==> src/dcachePkg.sv <==
// Data cache shared definitions
// Word types, miss FSM states and fixed widths

package dcachePkg;

    // Fixed data path widths
    localparam int WORD_BITS = 32;
    localparam int BYTES_PER_WORD = 4;
    localparam int BYTE_BITS = 8;

    // Low address bits that pick a byte inside a word
    localparam int BYTE_OFFSET_BITS = 2;

    // One data or address word
    typedef logic [WORD_BITS-1:0] word_t;

    // Byte lane enables of a store
    typedef logic [BYTES_PER_WORD-1:0] byteMask_t;

    // Miss handling sequence
    // DONE is the single cycle in which the held access finishes as a hit
    typedef enum logic [1:0] {
        IDLE,
        WRITEBACK,
        REFILL,
        DONE
    } ctrlState_t;

endpackage
==> src/dcacheWayIf.sv <==
// Lookup and update bundle shared by the controller, the way memory
// and the datapath of the data cache
`timescale 1ns/1ps

interface dcacheWayIf #(
    parameter int LINES = 4,
    parameter int BLOCK_WORDS = 4
);
    localparam int setBits = $clog2(LINES);
    localparam int offsetBits = $clog2(BLOCK_WORDS);
    localparam int tagBits = dcachePkg::WORD_BITS - setBits - offsetBits
                             - dcachePkg::BYTE_OFFSET_BITS;

    // Controller side
    logic [setBits-1:0] setIdx;
    logic [offsetBits-1:0] wordOff;
    logic waySel;
    logic writeEn;
    logic lineFill;
    logic newValid;
    logic newDirty;
    // Also the lookup tag for the hit compare
    logic [tagBits-1:0] newTag;
    logic lruUpdate;
    logic bypass;
    logic ctrlIdle;

    // Word written into the selected way, driven by the datapath
    dcachePkg::word_t wrData;

    // Memory side
    logic [1:0] hit;
    logic victimWay;
    logic victimDirty;
    logic [tagBits-1:0] victimTag;
    dcachePkg::word_t rdWord;

    modport ctrl (
        output setIdx, wordOff, waySel, writeEn, lineFill, newValid, newDirty,
        output newTag, lruUpdate, bypass, ctrlIdle,
        input  hit, victimWay, victimDirty
    );

    modport mem (
        input  setIdx, wordOff, waySel, writeEn, lineFill, newValid, newDirty,
        input  newTag, lruUpdate, ctrlIdle, wrData,
        output hit, victimWay, victimDirty, victimTag, rdWord
    );

    modport data (
        input rdWord, victimTag, bypass
    );

endinterface

==> src/dcacheTop.sv <==
// Two way set associative write back data cache
// Connects controller, beat counter, way memory and datapath
`timescale 1ns/1ps

module dcacheTop #(
    parameter int LINES = 8,
    parameter int BLOCK_WORDS = 4
) (
    input  logic                 clk,
    input  logic                 rstN,
    input  logic                 enable,
    input  logic                 memWrite,
    input  logic                 memRead,
    input  logic                 invalidate,
    input  logic                 busReady,
    input  dcachePkg::word_t     addr,
    input  dcachePkg::word_t     wd,
    input  dcachePkg::word_t     hrData,
    input  dcachePkg::byteMask_t byteMask,
    output dcachePkg::word_t     rd,
    output dcachePkg::word_t     hAddr,
    output dcachePkg::word_t     hwData,
    output logic                 stall,
    output logic                 hRequest,
    output logic                 hWrite
);
    // Controller to datapath selects
    logic useCacheAddr;
    logic fromBus;

    // Beat counter handshake
    logic cntClear;
    logic cntStep;
    logic cntLast;
    logic [$clog2(BLOCK_WORDS)-1:0] cntValue;

    dcacheWayIf #(.LINES(LINES), .BLOCK_WORDS(BLOCK_WORDS)) wayBus ();

    dcacheController #(.LINES(LINES), .BLOCK_WORDS(BLOCK_WORDS)) ctrl_i (
        .clk, .rstN, .enable, .memWrite, .memRead, .invalidate, .busReady,
        .addr, .stall, .hRequest, .hWrite, .useCacheAddr, .fromBus,
        .cntClear, .cntStep, .cntLast, .cntValue, .wayBus(wayBus.ctrl)
    );

    dcacheWordCounter #(.BLOCK_WORDS(BLOCK_WORDS)) counter_i (
        .clk, .rstN, .clear(cntClear), .step(cntStep), .value(cntValue), .last(cntLast)
    );

    dcacheWayMemory #(.LINES(LINES), .BLOCK_WORDS(BLOCK_WORDS)) mem_i (
        .clk, .rstN, .invalidate, .wayBus(wayBus.mem)
    );

    // Merged word feeds the way write port
    dcacheDatapath #(.LINES(LINES), .BLOCK_WORDS(BLOCK_WORDS)) data_i (
        .addr, .wd, .hrData, .byteMask, .useCacheAddr, .fromBus, .memWrite,
        .cntValue, .wayBus(wayBus.data), .rd, .hAddr, .hwData,
        .mergedWord(wayBus.wrData)
    );

endmodule

==> src/dcacheController.sv <==
// Data cache controller
// Hit detection and the writeback and refill miss sequence
`timescale 1ns/1ps

module dcacheController #(
    parameter int LINES = 4,
    parameter int BLOCK_WORDS = 4
) (
    input  logic                           clk,
    input  logic                           rstN,
    input  logic                           enable,
    input  logic                           memWrite,
    input  logic                           memRead,
    input  logic                           invalidate,
    input  logic                           busReady,
    input  dcachePkg::word_t               addr,
    output logic                           stall,
    output logic                           hRequest,
    output logic                           hWrite,
    output logic                           useCacheAddr,
    output logic                           fromBus,
    output logic                           cntClear,
    output logic                           cntStep,
    input  logic                           cntLast,
    input  logic [$clog2(BLOCK_WORDS)-1:0] cntValue,
    dcacheWayIf.ctrl                       wayBus
);
    localparam int setBits = $clog2(LINES);
    localparam int offsetBits = $clog2(BLOCK_WORDS);
    localparam int tagBits = dcachePkg::WORD_BITS - setBits - offsetBits
                             - dcachePkg::BYTE_OFFSET_BITS;

    dcachePkg::ctrlState_t state;
    dcachePkg::ctrlState_t nextState;

    // Way chosen for eviction, held for the whole miss
    logic fillWay;
    logic access;
    logic hitAny;
    logic takeHit;

    // Fields of the current access
    logic [tagBits-1:0] addrTag;
    logic [setBits-1:0] addrSet;
    logic [offsetBits-1:0] addrOff;

    assign addrTag = addr[dcachePkg::WORD_BITS-1 -: tagBits];
    assign addrSet = addr[dcachePkg::BYTE_OFFSET_BITS + offsetBits +: setBits];
    assign addrOff = addr[dcachePkg::BYTE_OFFSET_BITS +: offsetBits];

    assign access = enable && (memRead || memWrite);
    assign hitAny = |wayBus.hit;

    // Lookup always targets the set of the held access
    assign wayBus.setIdx = addrSet;
    assign wayBus.newTag = addrTag;
    assign wayBus.newValid = 1'b1;
    assign wayBus.bypass = !enable;
    assign wayBus.ctrlIdle = (state == dcachePkg::IDLE);

    always_ff @(posedge clk or negedge rstN) begin
        if (!rstN) begin
            state <= dcachePkg::IDLE;
            fillWay <= 1'b0;
        end else begin
            state <= nextState;
            // Latch victim before refill beats change the valid bits
            if (state == dcachePkg::IDLE && stall) begin
                fillWay <= wayBus.victimWay;
            end
        end
    end

    always_comb begin
        nextState = state;
        stall = 1'b0;
        hRequest = 1'b0;
        hWrite = 1'b0;
        useCacheAddr = 1'b0;
        fromBus = 1'b0;
        cntClear = 1'b0;
        cntStep = 1'b0;
        takeHit = 1'b0;
        wayBus.wordOff = addrOff;
        wayBus.waySel = wayBus.hit[1];
        wayBus.writeEn = 1'b0;
        wayBus.lineFill = 1'b0;
        wayBus.newDirty = 1'b0;
        wayBus.lruUpdate = 1'b0;

        case (state)
            dcachePkg::IDLE: begin
                // Invalidate takes the cycle, access waits
                if (access && !invalidate) begin
                    if (hitAny) begin
                        takeHit = 1'b1;
                    end else begin
                        stall = 1'b1;
                        cntClear = 1'b1;
                        nextState = wayBus.victimDirty ? dcachePkg::WRITEBACK
                                                       : dcachePkg::REFILL;
                    end
                end
            end
            dcachePkg::WRITEBACK: begin
                stall = enable;
                hRequest = 1'b1;
                hWrite = 1'b1;
                useCacheAddr = 1'b1;
                wayBus.waySel = fillWay;
                wayBus.wordOff = cntValue;
                if (busReady) begin
                    // Counter wraps to zero for the refill
                    cntStep = 1'b1;
                    if (cntLast) begin
                        nextState = dcachePkg::REFILL;
                    end
                end
            end
            dcachePkg::REFILL: begin
                stall = enable;
                hRequest = 1'b1;
                fromBus = 1'b1;
                wayBus.waySel = fillWay;
                wayBus.wordOff = cntValue;
                if (busReady) begin
                    wayBus.writeEn = 1'b1;
                    cntStep = 1'b1;
                    // Tag and valid go in with the last word, line is clean
                    if (cntLast) begin
                        wayBus.lineFill = 1'b1;
                        nextState = dcachePkg::DONE;
                    end
                end
            end
            default: begin
                // Held access now hits in the refilled line
                takeHit = access && hitAny;
                nextState = dcachePkg::IDLE;
            end
        endcase

        // Completing hit, store merges and dirties the line
        if (takeHit) begin
            wayBus.writeEn = memWrite;
            wayBus.lineFill = memWrite;
            wayBus.newDirty = 1'b1;
            wayBus.lruUpdate = 1'b1;
        end

        // Disabled cache drops back to idle
        if (!enable) begin
            nextState = dcachePkg::IDLE;
        end
    end

    // Beat waiting for ready keeps request, direction and beat number
    busHeldOnWait: assert property (@(posedge clk) disable iff (!rstN)
        hRequest && !busReady && enable |=> hRequest && $stable(hWrite) && $stable(cntValue));

    // Refilled line answers the held access
    doneHits: assert property (@(posedge clk) disable iff (!rstN)
        (state == dcachePkg::DONE) && access |-> hitAny);

endmodule

==> src/dcacheDatapath.sv <==
// Data cache datapath
// Store byte merge, bus address forming and read data select
`timescale 1ns/1ps

module dcacheDatapath #(
    parameter int LINES = 4,
    parameter int BLOCK_WORDS = 4
) (
    input  dcachePkg::word_t               addr,
    input  dcachePkg::word_t               wd,
    input  dcachePkg::word_t               hrData,
    input  dcachePkg::byteMask_t           byteMask,
    input  logic                           useCacheAddr,
    input  logic                           fromBus,
    input  logic                           memWrite,
    input  logic [$clog2(BLOCK_WORDS)-1:0] cntValue,
    dcacheWayIf.data                       wayBus,
    output dcachePkg::word_t               rd,
    output dcachePkg::word_t               hAddr,
    output dcachePkg::word_t               hwData,
    output dcachePkg::word_t               mergedWord
);
    localparam int setBits = $clog2(LINES);
    localparam int offsetBits = $clog2(BLOCK_WORDS);
    localparam int tagBits = dcachePkg::WORD_BITS - setBits - offsetBits
                             - dcachePkg::BYTE_OFFSET_BITS;
    localparam int byteBits = dcachePkg::BYTE_BITS;

    logic [tagBits-1:0] addrTag;
    logic [tagBits-1:0] busTag;
    logic [setBits-1:0] addrSet;
    logic [offsetBits-1:0] addrOff;
    logic forwardWord;

    assign addrTag = addr[dcachePkg::WORD_BITS-1 -: tagBits];
    assign addrSet = addr[dcachePkg::BYTE_OFFSET_BITS + offsetBits +: setBits];
    assign addrOff = addr[dcachePkg::BYTE_OFFSET_BITS +: offsetBits];

    // Writeback goes to the victim line, refill to the requested one
    assign busTag = useCacheAddr ? wayBus.victimTag : addrTag;
    assign hAddr = {busTag, addrSet, cntValue, {dcachePkg::BYTE_OFFSET_BITS{1'b0}}};

    // Writeback data straight from the selected way
    assign hwData = wayBus.rdWord;

    // Per lane source for the way write port
    always_comb begin
        for (int b = 0; b < dcachePkg::BYTES_PER_WORD; b++) begin
            if (fromBus) begin
                mergedWord[b*byteBits +: byteBits] = hrData[b*byteBits +: byteBits];
            end else if (memWrite && byteMask[b]) begin
                mergedWord[b*byteBits +: byteBits] = wd[b*byteBits +: byteBits];
            end else begin
                mergedWord[b*byteBits +: byteBits] = wayBus.rdWord[b*byteBits +: byteBits];
            end
        end
    end

    // Requested word passing by on the bus
    assign forwardWord = fromBus && (cntValue == addrOff);

    // Bypass, forwarded bus word or cached word
    always_comb begin
        if (wayBus.bypass) begin
            rd = wd;
        end else if (forwardWord) begin
            rd = hrData;
        end else begin
            rd = wayBus.rdWord;
        end
    end

endmodule

==> src/dcacheWayMemory.sv <==
// Two way storage of the data cache
// Tag, valid, dirty and word arrays with one LRU bit per set
`timescale 1ns/1ps

module dcacheWayMemory #(
    parameter int LINES = 4,
    parameter int BLOCK_WORDS = 4
) (
    input  logic    clk,
    input  logic    rstN,
    input  logic    invalidate,
    dcacheWayIf.mem wayBus
);
    localparam int setBits = $clog2(LINES);
    localparam int offsetBits = $clog2(BLOCK_WORDS);
    localparam int tagBits = dcachePkg::WORD_BITS - setBits - offsetBits
                             - dcachePkg::BYTE_OFFSET_BITS;
    localparam int wordsPerWay = LINES * BLOCK_WORDS;

    // Per way storage
    logic [tagBits-1:0] tagMem [2][LINES];
    dcachePkg::word_t dataMem [2][wordsPerWay];
    logic [LINES-1:0] validMem [2];
    logic [LINES-1:0] dirtyMem [2];

    // Way to evict next in each set
    logic [LINES-1:0] lru;

    // Status of the addressed set
    logic [1:0] validSet;
    logic [1:0] dirtySet;
    logic victim;
    logic [setBits+offsetBits-1:0] wordIdx;

    // Word address inside one way
    assign wordIdx = {wayBus.setIdx, wayBus.wordOff};

    always_comb begin
        for (int w = 0; w < 2; w++) begin
            validSet[w] = validMem[w][wayBus.setIdx];
            dirtySet[w] = dirtyMem[w][wayBus.setIdx];
            wayBus.hit[w] = validSet[w] && (tagMem[w][wayBus.setIdx] == wayBus.newTag);
        end
    end

    // Empty way first, else the LRU way
    assign victim = !validSet[0] ? 1'b0 :
                    !validSet[1] ? 1'b1 : lru[wayBus.setIdx];

    assign wayBus.victimWay = victim;
    // Dirty bits survive invalidate, so qualify with valid
    assign wayBus.victimDirty = validSet[victim] && dirtySet[victim];
    assign wayBus.victimTag = tagMem[victim][wayBus.setIdx];

    // Read port follows the controller's way select
    assign wayBus.rdWord = dataMem[wayBus.waySel][wordIdx];

    // Words and tags
    always_ff @(posedge clk) begin
        if (wayBus.writeEn) begin
            dataMem[wayBus.waySel][wordIdx] <= wayBus.wrData;
        end
        if (wayBus.lineFill) begin
            tagMem[wayBus.waySel][wayBus.setIdx] <= wayBus.newTag;
        end
    end

    // Line status and replacement state
    always_ff @(posedge clk or negedge rstN) begin
        if (!rstN) begin
            validMem <= '{default: '0};
            dirtyMem <= '{default: '0};
            lru <= '0;
        end else begin
            // Flush all lines at once, only between misses
            if (invalidate && wayBus.ctrlIdle) begin
                validMem <= '{default: '0};
            end else if (wayBus.lineFill) begin
                validMem[wayBus.waySel][wayBus.setIdx] <= wayBus.newValid;
            end
            if (wayBus.lineFill) begin
                dirtyMem[wayBus.waySel][wayBus.setIdx] <= wayBus.newDirty;
            end
            // Other way becomes least recently used
            if (wayBus.lruUpdate) begin
                lru[wayBus.setIdx] <= ~wayBus.waySel;
            end
        end
    end

endmodule

==> src/dcacheWordCounter.sv <==
// Beat counter for cache line bursts
// Steps once per completed bus beat and wraps at the line size
`timescale 1ns/1ps

module dcacheWordCounter #(
    parameter int BLOCK_WORDS = 4
) (
    input  logic                           clk,
    input  logic                           rstN,
    input  logic                           clear,
    input  logic                           step,
    output logic [$clog2(BLOCK_WORDS)-1:0] value,
    output logic                           last
);
    localparam int cntBits = $clog2(BLOCK_WORDS);
    localparam logic [cntBits-1:0] lastValue = cntBits'(BLOCK_WORDS - 1);

    always_ff @(posedge clk or negedge rstN) begin
        if (!rstN) begin
            value <= '0;
        end else if (clear) begin
            value <= '0;
        end else if (step) begin
            // Power of two size, natural wrap
            value <= value + 1'b1;
        end
    end

    // Final word of the line
    assign last = (value == lastValue);

    // Burst start and beat end cannot coincide
    noStepOnClear: assert property (@(posedge clk) disable iff (!rstN)
        !(step && clear));

endmodule

==> config.mk <==
export PLATFORM = sky130hd
export DESIGN_NAME = dcacheTop
export DESIGN_NICKNAME = d
export VERILOG_FILES = /design/src/dcachePkg.sv /design/src/dcacheWayIf.sv /design/src/dcacheTop.sv /design/src/dcacheController.sv /design/src/dcacheDatapath.sv /design/src/dcacheWayMemory.sv /design/src/dcacheWordCounter.sv
export SDC_FILE = /design/constraint.sdc
export NUM_CORES = 2
export LEC_CHECK = 0
export BUFFER_PORTS_ARGS = -buffer_cell sky130_fd_sc_hd__clkbuf_2
export CORE_MARGIN = 2
export CORE_UTILIZATION = 50
export CTS_CLUSTER_DIAMETER = 120
export DETAILED_ROUTE_END_ITERATION = 7
export PLACE_DENSITY = 0.66
export SLEW_MARGIN = 20
export SYNTH_ARGS = -nofsm -noshare
export SYNTH_HDL_FRONTEND = slang
export SYNTH_HIERARCHICAL = 1
export SYNTH_SLANG_ARGS = --single-unit
==> constraint.sdc <==
create_clock -name clk -period 17.5 [get_ports clk]
set_input_delay 0.875 -clock clk [delete_from_list [all_inputs] [get_ports clk]]
set_output_delay 0.875 -clock clk [all_outputs]
set_load 0.02 [all_outputs]
==> Word-level counts from Yosys, hierarchy flattened <==
Memory sizes are Yosys's and may differ from the RTL's.
Index checks and enable logic that the tools add are counted.
{ "totals": {"n_memories": 2, "ff_bits": 45, "output_inout_bits": 99, "ramBits": 2448, "elab_cells": 149, "inputBits": 107} }
{ "mem_list": {"columns": ["name", "words", "width", "rd", "rd_clocked_by_memory_dff", "wr", "line_no", "rtl"], "rows": [
  ["mem_i.dataMem", 2, 1024, 1, 0, 1, "dcacheWayMemory.sv:22", "dcachePkg::word_t dataMem [2][wordsPerWay];"],
  ["mem_i.tagMem", 2, 200, 3, 0, 1, "dcacheWayMemory.sv:21", "logic [tagBits-1:0] tagMem [2][LINES];"]
]} }
{ "op_classes": {"bitwise": 5, "add_sub_neg": 1, "eq_ne": 12, "order_cmp": 9, "reduce_logical": 25, "muxes": 87} }
{ "ops": {"columns": ["cell", "count"], "rows": [
  ["1024-bit 2-to-1 mux", 1],
  ["25-bit binary-select mux with 3-bit select", 3],
  ["200-bit 2-to-1 mux", 1],
  ["25-bit 2-to-1 mux", 8],
  ["32-bit binary-select mux with 5-bit select", 1],
  ["32-bit demux with 5-bit select", 1],
  ["32-bit 2-to-1 mux", 5],
  ["25-bit demux with 3-bit select", 1],
  ["8-bit 2-to-1 mux", 9],
  ["25-bit == test", 2],
  ["1-bit 2-to-1 mux", 32],
  ["16-bit 2-to-1 mux", 2],
  ["2-bit 2-to-1 mux", 11],
  ["3-bit != test, second input constant", 6],
  ["1-bit logical AND", 17],
  ["16-bit bitwise mux", 1],
  ["16-bit bitwise OR", 1],
  ["1-bit binary-select mux with 3-bit select", 5],
  ["8-bit bitwise mux", 1],
  ["8-bit demux with 1-bit select", 1],
  ["6-bit greater-or-equal comparator, second input constant", 1],
  ["6-bit by 1-bit less-than comparator with 1-bit output, second input constant", 1],
  ["5-bit inverter with 6-bit output", 1],
  ["2-bit case mux with 3 select lines", 1],
  ["22 further kinds", 26]
]} }

==> Depth between registers and ports, before layout <==
{ "logic_depth": {"word_depth": 15, "ltp_mapped": 26, "mapped_depth_nobuf": 15} }

==> Modules after synthesis <==
Netlist, hierarchy kept.
{ "by_module_without_submodules": {"columns": ["mod", "instances", "seq_area_each_um2", "cells_per_inst", "area_each_um2"], "rows": [
  ["dcacheWayMemory", 1, 74511.5, 4665, 98356.8],
  ["dcacheDatapath", 1, 0.0, 334, 2372.3],
  ["dcacheController", 1, 75.1, 77, 626.9],
  ["dcacheWordCounter", 1, 50.0, 7, 88.8]
]} }

==> Worst setup path after synthesis <==
OpenSTA, ideal clock, no wires.
{ "synth_timing": {"path_type": "input-to-reg", "from": "input addr[6]", "to": "memory mem_i/dataMem[0][1003] (netlist name) (data pin)", "setup_slack_ns": 8.103, "t_required_ns": 16.798, "arrival_ns": 8.695, "n_path_buf": 8, "setup_time_ns": 0.702, "path_stages": 22, "path_cell_list": "buf_4 clkbuf_1 buf_2 buf_1 mux2_2 a221o_1 xor2_1 a2111oi_0 nand4_1 nor4_1 mux2_2 clkbuf_1 clkbuf_1 buf_1 buf_1 mux4_2 mux2i_1 o22ai_1 a211oi_1 nand2_1 mux2i_1 o21ai_0"} }
{ "synth_between": {"elab_chain_cells": 13, "word_cells_on_any_way": 16, "cone_classes": "1 x eq/ne; 11 x mux; 2 x bitwise; 1 x reduce/logical; 1 x memory"} }
{ "synth_lines": {"columns": ["item", "line_no", "rtl"], "rows": [
  ["start: declaration", "dcacheTop.sv:16", "input dcachePkg::word_t addr,"],
  ["3-bit inverter with 4-bit output (not written as such)", "dcacheWayMemory.sv:42", "wayBus.hit[w] = validSet[w] && (tagMem[w][wayBus.setIdx] == wayBus.newTag);"],
  ["25-bit binary-select mux with 3-bit select", "dcacheWayMemory.sv:42", null],
  ["25-bit 2-to-1 mux (not written as such) (2 in series)", "dcacheWayMemory.sv:42", null],
  ["25-bit == test", "dcacheWayMemory.sv:42", null],
  ["1-bit logical AND *", "dcacheWayMemory.sv:42", null],
  ["via wayBus.hit[1]", "dcacheWayIf.sv:32", "logic [1:0] hit;"],
  ["1-bit 2-to-1 mux *", "dcacheController.sv:91", "case (state)"],
  ["via wayBus.waySel", "dcacheWayIf.sv:17", "logic waySel;"],
  ["memory read 2 x 1024 bit *", null, null],
  ["32-bit binary-select mux with 5-bit select *", "dcacheWayMemory.sv:56", "assign wayBus.rdWord = dataMem[wayBus.waySel][wordIdx];"],
  ["32-bit 2-to-1 mux (not written as such) * (2 in series)", "dcacheWayMemory.sv:56", null],
  ["via wayBus.rdWord[11]", "dcacheWayIf.sv:36", "dcachePkg::word_t rdWord;"],
  ["8-bit 2-to-1 mux *", "dcacheDatapath.sv:51", "end else if (memWrite && byteMask[b]) begin"],
  ["8-bit 2-to-1 mux *", "dcacheDatapath.sv:49", "if (fromBus) begin"],
  ["via wayBus.wrData[11]", "dcacheWayIf.sv:29", "dcachePkg::word_t wrData;"],
  ["end: declaration", "dcacheWayMemory.sv:22", null]
]} }
Mark *: on every way through the listed nets, which the timed path passes. The rest lies on a longest branch. The select of a mux whose other input is x is not followed.

==> Worst setup path in the final report <==
{ "layout_timing": {"from": "input addr[4]", "to": "output rd[3]"} }
{ "layout_between": {"elab_chain_cells": 13, "word_cells_on_any_way": 16, "cone_classes": "1 x eq/ne; 11 x mux; 2 x bitwise; 1 x reduce/logical; 1 x memory"} }
{ "layout_lines": {"columns": ["item", "line_no", "rtl"], "rows": [
  ["3-bit inverter with 4-bit output (not written as such)", "dcacheWayMemory.sv:42", null],
  ["25-bit binary-select mux with 3-bit select", "dcacheWayMemory.sv:42", null],
  ["25-bit 2-to-1 mux (not written as such) (2 in series)", "dcacheWayMemory.sv:42", null],
  ["25-bit == test", "dcacheWayMemory.sv:42", null],
  ["1-bit logical AND *", "dcacheWayMemory.sv:42", null],
  ["via wayBus.hit[1]", "dcacheWayIf.sv:32", null],
  ["1-bit 2-to-1 mux *", "dcacheController.sv:91", null],
  ["via wayBus.waySel", "dcacheWayIf.sv:17", null],
  ["memory read 2 x 1024 bit *", null, null],
  ["32-bit binary-select mux with 5-bit select *", "dcacheWayMemory.sv:56", null],
  ["32-bit 2-to-1 mux (not written as such) * (2 in series)", "dcacheWayMemory.sv:56", null],
  ["32-bit 2-to-1 mux *", "dcacheDatapath.sv:66", "end else if (forwardWord) begin"],
  ["32-bit 2-to-1 mux *", "dcacheDatapath.sv:64", "if (wayBus.bypass) begin"],
  ["end: declaration", "dcacheTop.sv:20", "output dcachePkg::word_t rd,"]
]} }
Marked as above.

==> reports/results.md <==
| Step | Parameter | Value |
| --- | --- | --- |
| outcome | Outcome | finished, final reports clean |
| logic synthesis | Complex-gate fraction of the synthesized area | 3.90% |
| cts | CTS Buffer Depth | 3 |
| sta | Final setup violation count | 0 |
| logic synthesis | Area leader, netlist | sky130_fd_sc_hd__edfxtp_1 |
| floorplan | Starting utilization of the core area | 50.2% |
| setup path | Length in cells of the worst reg-to-reg path | 19 |
| placed design | Half-perimeter wire length after detailed placement | 156 mm |
| flow run | Count of max-cap constraint violations | 0 |
| cts | CTS tree | yes |
| pwr | Leakage power of the design | 0.0365 uW |
| layout | FF/Latch Area | 74600 um2 |
| setup path | Endpoint of the worst register-to-register path | mem_i/dataMem[0][579]$_DFFE_PP_ |
| cts | Post-cts sizing count | 0 |
| logic synthesis | Post-synthesis simple-gate area fraction | 2.23% |
| layout | Fill cell instance count of the final layout | 15000 |
| sta | TNS Setup | 0 ps |
| detailed routing | DRT Pass-1 Iters | 7 |
| pwr | Switch Pwr | 4780 uW |
| sta | Pin slew with the least headroom to its limit | 1210 ps |
| detailed routing | Average via count per standard cell | 6.55 |
| grt | Vias in the first global route | 52900 |
| sta | Shortest clock period the worst path allows after layout | 11010 ps |
| placed design | GPL Wtd Cong | 0.903 |
| grt | Pin count of the biggest net entering global routing | 94 |
| cts | Clock-pin transition on the worst setup and hold timing paths | 60 ps |
| detailed routing | Vias | 53700 |
| floorplan | Die outline width | 454 um |
| floorplan | Die ar. | 207000 um2 |
| grt | GR Util met3 | 4.11% |
| setup path | Startpoint of the worst setup timing path | addr[4] |
| setup path | Reg-to-Reg Start | mem_i/tagMem[1][120]$_DFFE_PP_ |
| grt | GRT Total Usage | 26.7% |
| pwr | Total power | 15900 uW |
| floorplan | Standard-cell row count | 165 |
| grt | Global-route wire length before repair | 388 mm |
| logic synthesis | Multiplexer area fraction after synthesis | 17.8% |
| layout | Fraction of the core area covered by cells at the end of the flow | 56.4% |
| grt | Met1 usage in global routing | 36.4% |
| cts | Hold buffers post-CTS | 0 |
| layout | Share of cells above drive strength 1 | 27.5% |
| sta | Hold violation count in the final report | 0 |
| grt | Overall overflow remaining after global route | 0 |
| logic synthesis | Post-synthesis cell count | 5083 |
| sta | Smallest hold slack | 91.5 ps |
| detailed routing | Starting DRC count in detailed routing | 7308 |
| pwr | Switching portion of total power | 30.0% |
| setup path | Crit Path Max Fanout | 78 |
| logic synthesis | Mapped Area | 101000 um2 |
| pwr | Internal cell power | 11200 uW |
| grt | Met2 demand-to-capacity share in global routing | 43.8% |
| logic synthesis | Fraction of synthesized cell area in xor and xnor cells | 0.479% |
| sta | Worst slew margin relative to its limit | 19.4% |
| layout | Multi-input logic area | 26000 um2 |
| logic synthesis | Leading cell types by count after synthesis | sky130_fd_sc_hd__edfxtp_1 (2448), sky130_fd_sc_hd__mux4_2 (597), sky130_fd_sc_hd__mux2i_1 (352) |
| cts | Number of H-tree levels | 4 |
| floorplan | Die outline height | 454 um |
| floorplan | Number of placed I/O pins | 206 |
| setup path | Worst path required time | 16620 ps |
| logic synthesis | Synth area leaders | sky130_fd_sc_hd__edfxtp_1 (72%), sky130_fd_sc_hd__mux4_2 (13%), sky130_fd_sc_hd__mux2i_1 (3.5%), sky130_fd_sc_hd__dfrtp_1 (1.1%), sky130_fd_sc_hd__mux2_2 (0.88%) |
| pwr | Peak supply drop | 229 uV |
| setup path | Endpoint of the most critical setup path | rd[3] |
| detailed routing | Routed len/inst | 33.7 um |
| grt | Antenna violations before repair | 12 |
| cts | Post-CTS setup buffer count | 0 |
| pwr | Sequential power share | 47.6% |
| logic synthesis | Yosys reg bits | 2493 |
| detailed routing | Drc violations | 0 |
| sta | Fin. max-slew vios | 0 |
| logic synthesis | Portion of the post-synthesis area used by sequential elements | 73.6% |
| cts | CTS Buf Count | 233 |
| logic synthesis | Post-synthesis cell type count | 75 |
| setup path | Crit path kind | input pin to output port |
| setup path | Sort of element at the start of the critical path | input pin |
| logic synthesis | Post-synth EDFFs | 2448 |
| setup path | Worst Path Arrival | 10140 ps |
| floorplan | Core area | 202000 um2 |
| logic synthesis | Post-synth top area share | 72.5% |
| pwr | Logic gate share of total power | 22.2% |
| sta | Clock tree skew after final layout | 67.0 ps |
| layout | Net total in the final layout | 5446 |
| logic synthesis | Synth warn | 6 |
| hold path | Hold Path Class | input pin to asynchronous set/reset pin |
| pwr | Total power divided by cell area | 140 nW/um2 |
| setup path | Flop2flop setup slack | 8560 ps |
| logic synthesis | Most numerous cell in the Yosys netlist | sky130_fd_sc_hd__edfxtp_1 |
| pwr | Power share of the clock group | 30.2% |
| detailed routing | Final ANT Viol Nets | 0 |
| logic synthesis | Share of synthesized cell area in full adder, half adder and majority cells | 0.0617% |
| layout | Signed area change from the synthesized netlist to the final layout | 12.2% |
| cts | Clock insertion delay at the later pin of the skew report | 880 ps |
| sta | Max Clk Rate | 0.0908 GHz |
| logic synthesis | Mapped Avg Cell Area | 20.0 um2 |
| setup path | Type of element capturing the critical path | output port |
| grt | Grt peak-use layer | met2 |
| logic synthesis | Largest family of logic cells by synthesized area | multiplexers |
| sta | RSZ-0062 raised after global routing | no |
| logic synthesis | Post-synth ARST share | 1.81% |
| logic synthesis | Top_reg_cell synth | sky130_fd_sc_hd__edfxtp_1 |
| cts | Clk root buf | sky130_fd_sc_hd__clkbuf_16 |
| placed design | PortBufs | 201 |
| cts | Number of sinks on the clock net | 2493 |
| sta | Period utilisation layout | 62.9% |
| detailed routing | Final WL | 276 mm |
==> registers in the layout, indices dropped and copies added (netlist names) <==
signal           cells
ctrl_i/fillWay       1
counter_i/value      2
mem_i/tagMem       400
mem_i/dirtyMem      16
mem_i/lru            8
ctrl_i/state         2
mem_i/dataMem     2048
mem_i/validMem      16
==> routing by layer <==
| layer | part of all wire [%] | vias up | wire [um] |
|---|---|---|---|
| li1 | - | 21600 | - |
| met2 | 50 | 2805 | 137000 |
| met1 | 38 | 28700 | 105000 |
| met4 | 4.0 | 2 | 11200 |
| met5 | 0.0061 | - | 17 |
| met3 | 8.5 | 544 | 23500 |
==> per-stage QoR <==
stage	cell area, um2	cells	setup WS, ps
final	114000	8198	6490
after detailed placement	107000	7770	6560
after global placement	107000	7770	6630
after CTS	114000	8190	6550
after global routing	114000	8195	6290
after floorplan	101000	5084	8100
==> cell families (layout without fill, tap and decap cells) <==
logic type                 count (synthesis)  in the layout
AOI/OAI and AO/OA                        591            591
other                                      2             10
DFF                                     2493           2493
adders and majority gates                  5              5
and+or+nand+nor                          499            499
buffers and inverters                    400            835
muxes                                   1041           1041
xor gates and xnor gates                  52             52
==> cell usage in the layout, fill, tap and decap left out, types with 45 or more instances in the layout <==
master and n:
sky130_fd_sc_hd__mux2i_1 352, sky130_fd_sc_hd__clkinv_1 63, sky130_fd_sc_hd__dfrtp_1 45, sky130_fd_sc_hd__o22ai_1 122
sky130_fd_sc_hd__clkbuf_1 60, sky130_fd_sc_hd__buf_4 197, sky130_fd_sc_hd__clkbuf_2 198, sky130_fd_sc_hd__a21oi_1 110
sky130_fd_sc_hd__mux4_2 597, sky130_fd_sc_hd__o21ai_0 49, sky130_fd_sc_hd__nor2_4 78, sky130_fd_sc_hd__nand2_1 229
sky130_fd_sc_hd__nor2b_1 46, sky130_fd_sc_hd__edfxtp_1 2448, sky130_fd_sc_hd__clkbuf_16 233, sky130_fd_sc_hd__mux2_2 76
==> worst min-delay path by stage <==
stage	from	end	slack, ps	cells after the start
after floorplan	mem_i/lru[1]$_DFFE_PN0P_	mem_i/lru[1]$_DFFE_PN0P_	440	2
after global placement	mem_i/lru[0]$_DFFE_PN0P_	mem_i/lru[0]$_DFFE_PN0P_	470	2
after detailed placement	mem_i/lru[1]$_DFFE_PN0P_	mem_i/lru[1]$_DFFE_PN0P_	470	2
after CTS	rstN	mem_i/validMem[5]$_DFFE_PN0P_	70	2
after global routing	rstN	mem_i/validMem[5]$_DFFE_PN0P_	110	2
final	rstN	mem_i/validMem[5]$_DFFE_PN0P_	90	2
==> power by group through the flow <==
stage	registers [uW]	logic [uW]	clock network, uW
after CTS	7570	3540	4880
after detailed placement	7700	3540	0
final	7580	3540	4810
after global placement	7700	3440	0
after global routing	7580	3700	5100
after floorplan	7850	1990	0
==> worst max-delay path: stages <==
cell,delay [ps]
sky130_fd_sc_hd__buf_8,350
sky130_fd_sc_hd__buf_4,660
sky130_fd_sc_hd__buf_4,770
sky130_fd_sc_hd__mux2i_1,190
sky130_fd_sc_hd__mux4_2,490
sky130_fd_sc_hd__o21ai_0,110
sky130_fd_sc_hd__xor2_1,110
sky130_fd_sc_hd__a2111oi_0,750
sky130_fd_sc_hd__nand4_1,270
sky130_fd_sc_hd__nor4_2,380
sky130_fd_sc_hd__buf_4,260
sky130_fd_sc_hd__mux2_8,490
sky130_fd_sc_hd__buf_12,490
sky130_fd_sc_hd__buf_12,570
sky130_fd_sc_hd__mux4_2,590
sky130_fd_sc_hd__mux2i_1,190
sky130_fd_sc_hd__o22ai_1,290
sky130_fd_sc_hd__a211oi_1,950
sky130_fd_sc_hd__nand2_1,410
sky130_fd_sc_hd__o31ai_1,160
sky130_fd_sc_hd__a21oi_1,120
sky130_fd_sc_hd__clkbuf_2,170
==> final cells by class <==
type                    count  area share [%]
diodes                      7          0.0154
clock buffers             298            5.38
clock inverters           122           0.944
inverters                  13          0.0440
multi-input cells        2191            22.8
flip-flops and latches   2493            65.6
well taps                2672            2.94
repair buffers            402            2.29
Power figures use the tool's default switching activity.
